File: src/design/uart_pkg.sv
////////////////////
// uart package
// frame format, FIFO depths and credit widths shared by
// the UART transceiver blocks
////////////////////

`default_nettype none

package uart_pkg;

  ////////////////////
  // frame format
  ////////////////////

  // data bits per frame
  localparam int unsigned DW = 8;
  // baud counter width, sizes cfg_bdr and cfg_smp
  localparam int unsigned CW = 16;
  // start + data + stop, in bit times
  localparam int unsigned SL = 1 + DW + 1;
  // bit counter width, counts 0 to SL-1
  localparam int unsigned BIT_W = $clog2(SL);

  ////////////////////
  // buffering and credits
  ////////////////////

  // tx FIFO depth, also the host credits after reset
  localparam int unsigned TX_DEPTH = 4;
  localparam int unsigned TX_AW = $clog2(TX_DEPTH);
  // rx FIFO depth
  localparam int unsigned RX_DEPTH = 4;
  localparam int unsigned RX_AW = $clog2(RX_DEPTH);
  // host rx credit counter, holds the larger depth
  localparam int unsigned CRD_W = 3;

  // one data byte on every link
  typedef logic [DW-1:0] byte_t;

endpackage : uart_pkg

`default_nettype wire

File: src/design/uart_des.sv
////////////////////
// uart deserializer
// finds the start edge, samples each bit at cfg_smp and
// reports the byte with a stop-bit check
////////////////////

`default_nettype none
`timescale 1ns/1ps

module uart_des import uart_pkg::*; (
  input  logic          clk,
  input  logic          rst,
  // bit timing
  input  logic [CW-1:0] cfg_bdr,
  input  logic [CW-1:0] cfg_smp,
  // serial line
  input  logic          rxd,
  // received byte, no flow control
  output logic          des_vld,
  output byte_t         des_dat,
  output logic          des_err
);

  // start edge
  logic             rxd_dly;
  logic             rxd_edg;
  // baud timing
  logic [CW-1:0]    bdr_cnt;
  logic             bdr_end;
  logic             bdr_smp;
  // bit sequencing
  logic [BIT_W-1:0] bit_cnt;
  logic             bit_end;
  logic             run;
  // data bits, lsb first so they enter at the top
  byte_t            shf;

  ////////////////////
  // start detection
  ////////////////////

  // line idles high
  always_ff @(posedge clk or posedge rst) begin
    if (rst) rxd_dly <= 1'b1;
    else     rxd_dly <= rxd;
  end

  // high to low while idle starts a frame
  assign rxd_edg = rxd_dly & ~rxd;

  ////////////////////
  // baud and bit counters
  ////////////////////

  assign bdr_end = bdr_cnt == cfg_bdr;
  assign bdr_smp = run & (bdr_cnt == cfg_smp);
  assign bit_end = bit_cnt == BIT_W'(SL - 1);

  always_ff @(posedge clk or posedge rst) begin
    if (rst) begin
      bdr_cnt <= '0;
      bit_cnt <= '0;
      run     <= 1'b0;
      des_vld <= 1'b0;
    end else begin
      // valid one cycle after the stop sample
      des_vld <= bdr_smp & bit_end;
      if (!run || bdr_end) bdr_cnt <= '0;
      else                 bdr_cnt <= bdr_cnt + 1'b1;
      if (!run) begin
        if (rxd_edg) begin
          run     <= 1'b1;
          bit_cnt <= '0;
        end
      end else if (bit_end) begin
        // stop sampled, line handed back to edge detect
        if (bdr_smp) begin
          run     <= 1'b0;
          bit_cnt <= '0;
        end
      end else if (bdr_end) begin
        bit_cnt <= bit_cnt + 1'b1;
      end
    end
  end

  ////////////////////
  // sampling
  ////////////////////

  // start sample falls out the bottom after eight data samples
  always_ff @(posedge clk) begin
    if (bdr_smp && !bit_end) shf <= {rxd, shf[DW-1:1]};
  end

  // byte and stop check held until the next frame ends
  always_ff @(posedge clk) begin
    if (bdr_smp && bit_end) begin
      des_dat <= shf;
      des_err <= ~rxd;
    end
  end

endmodule : uart_des

`default_nettype wire

File: src/design/uart_ser.sv
////////////////////
// uart serializer
// frames one byte onto txd and returns its credit
// once the stop bit has ended
////////////////////

`default_nettype none
`timescale 1ns/1ps

module uart_ser import uart_pkg::*; (
  input  logic          clk,
  input  logic          rst,
  // bit timing
  input  logic [CW-1:0] cfg_bdr,
  // byte from the tx FIFO, one credit deep
  input  logic          ser_vld,
  input  byte_t         ser_dat,
  // serial line and credit return
  output logic          txd,
  output logic          ser_crd
);

  logic [CW-1:0]    bdr_cnt;
  logic             bdr_end;
  logic [BIT_W-1:0] bit_cnt;
  logic             bit_end;
  logic             run;
  // data bits then stop, start goes straight to txd
  logic [DW:0]      shf;

  assign bdr_end = bdr_cnt == cfg_bdr;
  assign bit_end = bit_cnt == BIT_W'(SL - 1);

  ////////////////////
  // framing control
  ////////////////////

  always_ff @(posedge clk or posedge rst) begin
    if (rst) begin
      bdr_cnt <= '0;
      bit_cnt <= '0;
      run     <= 1'b0;
      txd     <= 1'b1;
      ser_crd <= 1'b0;
    end else begin
      ser_crd <= 1'b0;
      if (!run || bdr_end) bdr_cnt <= '0;
      else                 bdr_cnt <= bdr_cnt + 1'b1;
      if (!run) begin
        // credit scheme keeps ser_vld away from a busy frame
        if (ser_vld) begin
          run     <= 1'b1;
          bit_cnt <= '0;
          txd     <= 1'b0;
        end
      end else if (bdr_end) begin
        if (bit_end) begin
          // last stop clock done, line idle, credit back
          run     <= 1'b0;
          txd     <= 1'b1;
          ser_crd <= 1'b1;
        end else begin
          bit_cnt <= bit_cnt + 1'b1;
          txd     <= shf[0];
        end
      end
    end
  end

  // shift register, ones fill behind the stop bit
  always_ff @(posedge clk) begin
    if (!run && ser_vld)    shf <= {1'b1, ser_dat};
    else if (run && bdr_end) shf <= {1'b1, shf[DW:1]};
  end

endmodule : uart_ser

`default_nettype wire

File: src/design/uart_tx_buf.sv
////////////////////
// uart transmit buffer
// credit-flow FIFO between the host and the serializer
////////////////////

`default_nettype none
`timescale 1ns/1ps

module uart_tx_buf import uart_pkg::*; (
  input  logic  clk,
  input  logic  rst,
  // host side, host counts credits
  input  logic  tx_vld,
  input  byte_t tx_dat,
  output logic  tx_crd,
  // serializer side
  output logic  ser_vld,
  output byte_t ser_dat,
  input  logic  ser_crd
);

  byte_t          mem [TX_DEPTH];
  // extra msb tells full from empty
  logic [TX_AW:0] wr_ptr;
  logic [TX_AW:0] rd_ptr;
  logic           empty;
  // single serializer credit
  logic           crd;
  logic           pop;

  assign empty = wr_ptr == rd_ptr;
  assign pop   = ~empty & crd;

  // host never writes without a free slot
  always_ff @(posedge clk) begin
    if (tx_vld) mem[wr_ptr[TX_AW-1:0]] <= tx_dat;
  end

  always_ff @(posedge clk or posedge rst) begin
    if (rst) begin
      wr_ptr  <= '0;
      rd_ptr  <= '0;
      crd     <= 1'b1;
      ser_vld <= 1'b0;
      tx_crd  <= 1'b0;
    end else begin
      if (tx_vld) wr_ptr <= wr_ptr + 1'b1;
      if (pop)    rd_ptr <= rd_ptr + 1'b1;
      // frame in flight until ser_crd
      if (pop)          crd <= 1'b0;
      else if (ser_crd) crd <= 1'b1;
      ser_vld <= pop;
      // slot freed, host credit one cycle later
      tx_crd  <= ser_vld;
    end
  end

  always_ff @(posedge clk) begin
    if (pop) ser_dat <= mem[rd_ptr[TX_AW-1:0]];
  end

endmodule : uart_tx_buf

`default_nettype wire

File: src/design/uart_rx_buf.sv
////////////////////
// uart receive buffer
// byte FIFO with error bits, sticky overrun and
// a host credit counter on the output
////////////////////

`default_nettype none
`timescale 1ns/1ps

module uart_rx_buf import uart_pkg::*; (
  input  logic  clk,
  input  logic  rst,
  // from the deserializer
  input  logic  des_vld,
  input  byte_t des_dat,
  input  logic  des_err,
  // host side, credits granted by the host
  input  logic  rx_crd,
  output logic  rx_vld,
  output byte_t rx_dat,
  output logic  rx_err,
  output logic  rx_ovr
);

  // error bit stored above the byte
  logic [DW:0]      mem [RX_DEPTH];
  logic [RX_AW:0]   wr_ptr;
  logic [RX_AW:0]   rd_ptr;
  logic             empty;
  logic             full;
  logic             wr;
  logic [CRD_W-1:0] crd_cnt;

  assign empty = wr_ptr == rd_ptr;
  assign full  = (wr_ptr[RX_AW] != rd_ptr[RX_AW]) &&
                 (wr_ptr[RX_AW-1:0] == rd_ptr[RX_AW-1:0]);
  // a byte arriving at a full FIFO is lost
  assign wr    = des_vld & ~full;

  ////////////////////
  // storage
  ////////////////////

  always_ff @(posedge clk) begin
    if (wr) mem[wr_ptr[RX_AW-1:0]] <= {des_err, des_dat};
  end

  // head entry, only meaningful with rx_vld
  assign {rx_err, rx_dat} = mem[rd_ptr[RX_AW-1:0]];

  // one byte per cycle, data waiting and credit held
  assign rx_vld = ~empty & (crd_cnt != '0);

  ////////////////////
  // pointers, credits, overrun
  ////////////////////

  always_ff @(posedge clk or posedge rst) begin
    if (rst) begin
      wr_ptr  <= '0;
      rd_ptr  <= '0;
      crd_cnt <= '0;
      rx_ovr  <= 1'b0;
    end else begin
      if (wr)     wr_ptr <= wr_ptr + 1'b1;
      if (rx_vld) rd_ptr <= rd_ptr + 1'b1;
      // grant and send together cancel out
      case ({rx_crd, rx_vld})
        2'b10:   crd_cnt <= crd_cnt + 1'b1;
        2'b01:   crd_cnt <= crd_cnt - 1'b1;
        default: crd_cnt <= crd_cnt;
      endcase
      // sticky until reset
      if (des_vld && full) rx_ovr <= 1'b1;
    end
  end

endmodule : uart_rx_buf

`default_nettype wire

File: src/design/uart_top.sv
////////////////////
// uart transceiver top
// tx path buffer to serializer, rx path
// deserializer to buffer
////////////////////

`default_nettype none
`timescale 1ns/1ps

module uart_top import uart_pkg::*; (
  input  logic          clk,
  input  logic          rst,
  // bit timing
  input  logic [CW-1:0] cfg_bdr,
  input  logic [CW-1:0] cfg_smp,
  // host transmit, credit flow
  input  logic          tx_vld,
  input  byte_t         tx_dat,
  output logic          tx_crd,
  // host receive, credit flow
  input  logic          rx_crd,
  output logic          rx_vld,
  output byte_t         rx_dat,
  output logic          rx_err,
  output logic          rx_ovr,
  // serial lines
  output logic          txd,
  input  logic          rxd
);

  // buffer to serializer
  logic  ser_vld;
  byte_t ser_dat;
  logic  ser_crd;
  // deserializer to buffer
  logic  des_vld;
  byte_t des_dat;
  logic  des_err;

  ////////////////////
  // transmit path
  ////////////////////

  uart_tx_buf u_tx_buf (
    .clk     (clk),
    .rst     (rst),
    .tx_vld  (tx_vld),
    .tx_dat  (tx_dat),
    .tx_crd  (tx_crd),
    .ser_vld (ser_vld),
    .ser_dat (ser_dat),
    .ser_crd (ser_crd)
  );

  uart_ser u_ser (
    .clk     (clk),
    .rst     (rst),
    .cfg_bdr (cfg_bdr),
    .ser_vld (ser_vld),
    .ser_dat (ser_dat),
    .txd     (txd),
    .ser_crd (ser_crd)
  );

  ////////////////////
  // receive path
  ////////////////////

  uart_des u_des (
    .clk     (clk),
    .rst     (rst),
    .cfg_bdr (cfg_bdr),
    .cfg_smp (cfg_smp),
    .rxd     (rxd),
    .des_vld (des_vld),
    .des_dat (des_dat),
    .des_err (des_err)
  );

  uart_rx_buf u_rx_buf (
    .clk     (clk),
    .rst     (rst),
    .des_vld (des_vld),
    .des_dat (des_dat),
    .des_err (des_err),
    .rx_crd  (rx_crd),
    .rx_vld  (rx_vld),
    .rx_dat  (rx_dat),
    .rx_err  (rx_err),
    .rx_ovr  (rx_ovr)
  );

endmodule : uart_top

`default_nettype wire

File: config.mk
export PLATFORM = sky130hd
export DESIGN_NAME = uart_top
export DESIGN_NICKNAME = d
export VERILOG_FILES = /design/src/design/uart_pkg.sv /design/src/design/uart_des.sv /design/src/design/uart_ser.sv /design/src/design/uart_tx_buf.sv /design/src/design/uart_rx_buf.sv /design/src/design/uart_top.sv
export SDC_FILE = /design/constraint.sdc
export NUM_CORES = 1
export LEC_CHECK = 0
export BUFFER_PORTS_ARGS = -buffer_cell sky130_fd_sc_hd__clkbuf_2
export CAP_MARGIN = 30
export CORE_MARGIN = 2
export CORE_UTILIZATION = 55
export DETAILED_ROUTE_END_ITERATION = 8
export PLACE_DENSITY = 0.74
export SLEW_MARGIN = 20
export SYNTH_ARGS = -nofsm -noshare
export SYNTH_HDL_FRONTEND = slang
export SYNTH_SLANG_ARGS = --single-unit
File: constraint.sdc
create_clock -name clk -period 5.4 [get_ports clk]
set_input_delay 0.54 -clock clk [delete_from_list [all_inputs] [get_ports clk]]
set_output_delay 0.54 -clock clk [all_outputs]
set_load 0.01 [all_outputs]
==> results.json <==
{
  "setup.worst_path.end_class": "flop",
  "drive_above_1_share_pct": 21.53,
  "area_growth_pct": 13.65,
  "p_total_mw": 3.322,
  "ys_ff_latch": 166,
  "grt_pass1_wl_um": 21180,
  "gr-total-overflow": 0,
  "clk_pin_slew_worst_paths_ns": 0.07,
  "min_from": "rxd",
  "clk_latency_ns": 0.42,
  "required_ns": 5.74,
  "grt_max_degree": 66,
  "routedWlPerCell_um": 16.27,
  "clock_path_buffers": 2,
  "path_max_fanout": 12,
  "critical_path_arrival_ns": 2.93,
  "crit_type": "flop to flop",
  "powerDensity_mw_per_mm2": 403.2,
  "synth_top_area_share_pct": 41.84,
  "drtIter0Drc": 274,
  "synth-edff-count": 101,
  "num_vias": 4026,
  "fin_area_mm2": 0.008239,
  "root_buffer": "clkbuf_16",
  "drv_cap": 0,
  "synth_flop_cell": "edfxtp_1",
  "hpwl_um": 8419,
  "stdcell_count": 748,
  "min_path_cells": 1,
  "synth_cells": 503,
  "tightest_slew_ns": 0.8668,
  "synth_area_mm2": 0.007249,
  "outcome": "finished clean",
  "ios": 58,
  "setup_tns_ns": 0,
  "dpl.cell_count": 716,
  "start_util_pct": 56.98,
  "antenna_found_initial": 0,
  "p_leak_nw": 3.340,
  "synth_warnings": 0,
  "finalCritPeriodShare_pct": 47.92,
  "place_area_mm2": 0.007669,
  "grt_pass1_vias": 4285,
  "drcViolationCount": 0,
  "via_per_inst": 5.382,
  "whs_endpoint": "u_des.rxd_dly",
  "r2r_cells": 9,
  "rows": 41,
  "routed_wl_um": 12170,
  "syn-num-nets": 566,
  "htree_levels": 4,
  "r2r_setup_slack_ns": 2.81,
  "cts_resized": 0,
  "seq_area_frac_synth_pct": 64.33,
  "r2r_start": "u_rx_buf.rd_ptr[0]",
  "postRouteAntennaNets": 0,
  "fmaxAchievable_ghz": 0.3865,
  "post-synth-top-count-cell": "edfxtp_1",
  "syn_area_per_cell_um2": 14.41,
  "slew-limit-headroom_pct": 42.21,
  "nets": 626,
  "cts_made_buffers": 17,
  "gp_congestion": 0.8867,
  "finClkSkew_ns": 0.007024,
  "die_h_um": 118.8,
  "hold_violations": 0,
  "crit_path_start_kind": "flop",
  "cts_sinks": 166,
  "ys_async_sr_fraction_pct": 39.16,
  "slew_violations": 0,
  "cts_tree": "done",
  "firstDrtPassIters": 5,
  "core_area_mm2": 0.01272,
  "ys_top_cells_by_area": "edfxtp_1 42%, dfrtp_1 21%, xor2_1 8.8%, mux4_2 5.3%, ha_1 2.9%",
  "synth_commonest_cells": "101 x edfxtp_1, 73 x xor2_1, 62 x dfrtp_1",
  "port_buffers": 57,
  "ys_types": 41,
  "dieArea_mm2": 0.01411,
  "post_cts_buffers": 0,
  "grt_setup_unrepaired": "no",
  "fp.dieW_um": 118.8,
  "hold_buffers": 0,
  "finalSetupViolations": 0,
  "grtUsageTotal_pct": 19.37,
  "yosysTopAreaCell": "edfxtp_1",
  "n_antenna_cell": 0,
  "timing.rr.end": "u_rx_buf.crd_cnt[2]",
  "period_needed_ns": 2.588,
  "ir_drop_uv": 242.3,
  "hp-class": "input port to flop"
}
## through the flow
stage | worst slack (ns) | hold WS (ns) | util (%)
floorplan | 3.115 | 0.3886 | -
global placement | 2.765 | 0.4065 | 60.28
detailed placement | 2.656 | 0.4093 | 60.28
CTS | 2.751 | 0.2081 | 64.76
global route | 2.554 | 0.2038 | 64.76
finish | 2.812 | 0.2202 | 64.76
## sequential cells by signal (all words and copies together), names as in the netlist, 3 cells and up
name	flops
u_tx_buf.rd_ptr	3
u_rx_buf.mem	36
u_des.shf	8
u_ser.bit_cnt	4
u_tx_buf.ser_dat	8
u_ser.shf	8
u_rx_buf.rd_ptr	3
u_tx_buf.mem	32
u_des.des_dat	8
u_tx_buf.wr_ptr	3
u_rx_buf.crd_cnt	3
u_ser.bdr_cnt	16
u_des.bdr_cnt	16
u_rx_buf.wr_ptr	3
u_des.bit_cnt	4
## placed cells by master (no fill, tap or decap), types with 2 or more instances in the layout
cell,instances
and3_1,7
nor3_1,4
dfstp_2,3
inv_1,22
ha_1,17
nor4_1,11
mux2_2,9
clkbuf_2,57
nand4_1,7
o32a_1,2
xor2_1,73
mux4_2,17
nand3_1,19
or3_1,3
clkbuf_16,17
and2_1,12
nor2b_1,2
xnor2_1,18
nor2_1,37
or4_1,3
clkinv_4,3
o21ai_0,7
clkinv_2,2
buf_4,2
a21oi_1,6
dfrtp_1,62
clkinvlp_4,2
edfxtp_1,101
inv_6,3
o211ai_1,5
inv_8,3
o2bb2ai_1,2
nand2b_1,3
nor4_2,2
a41o_1,2
nand2_1,18
## metal layers
metal  wire length (um)  global-route usage, %  part of all wire, %
met1               5322                  24.22                   44
met3                388                  4.344                  3.2
met5                  0                      0                    0
met2               6185                  32.54                   51
met4                269                  8.259                  2.2
## worst max-delay path by stage
stage / slack, ns / startpoint / end
final: 2.81 / u_rx_buf.rd_ptr[0] / u_rx_buf.crd_cnt[2]
after global routing: 2.55 / u_rx_buf.rd_ptr[0] / u_rx_buf.crd_cnt[2]
after CTS: 2.75 / u_rx_buf.rd_ptr[0] / u_rx_buf.crd_cnt[2]
after detailed placement: 2.66 / cfg_bdr[4] / u_ser.shf[5]
after global placement: 2.77 / cfg_bdr[4] / u_ser.shf[6]
after floorplan: 3.11 / u_des.bdr_cnt[2] / u_des.des_dat[0]
## cells by family after synthesis
logic type,after synthesis,share of synthesized area [%]
flip-flops,166,64.33
AND/OR/NAND/NOR,132,9.475
XOR/XNOR,91,10.99
buffers and inverters,41,2.520
AO/OA/AOI/OAI,28,2.658
multiplexers,27,6.817
adder cells (fa/ha/maj),18,3.210
## power by group
group | internal (mW) | total [mW] | switching (mW)
clock network | 0.648 | 1.15 | 0.499
registers | 1.48 | 1.65 | 0.169
logic | 0.271 | 0.528 | 0.257
total | 2.40 | 3.32 | 0.925
## cell type report
class / instances / area (um^2)
sequential: 166 / 4663
fill: 962 / 4483
multi-input combinational: 296 / 2404
clock buffer: 18 / 429.2
timing repair buffer: 59 / 300.3
tap: 172 / 215.2
clock inverter: 14 / 141.4
inverter: 23 / 86.33
## critical path, stage by stage, from the launching register on
cell and delay (ns):
dfrtp_1 0.81, xnor2_1 0.20, nand2_1 0.11, o32a_1 0.27
ha_1 0.23, inv_1 0.06, fa_1 0.38, xor2_1 0.16
nor2_1 0.13, xor2_1 0.16
No activity file was read; power rests on OpenSTA's default activity.
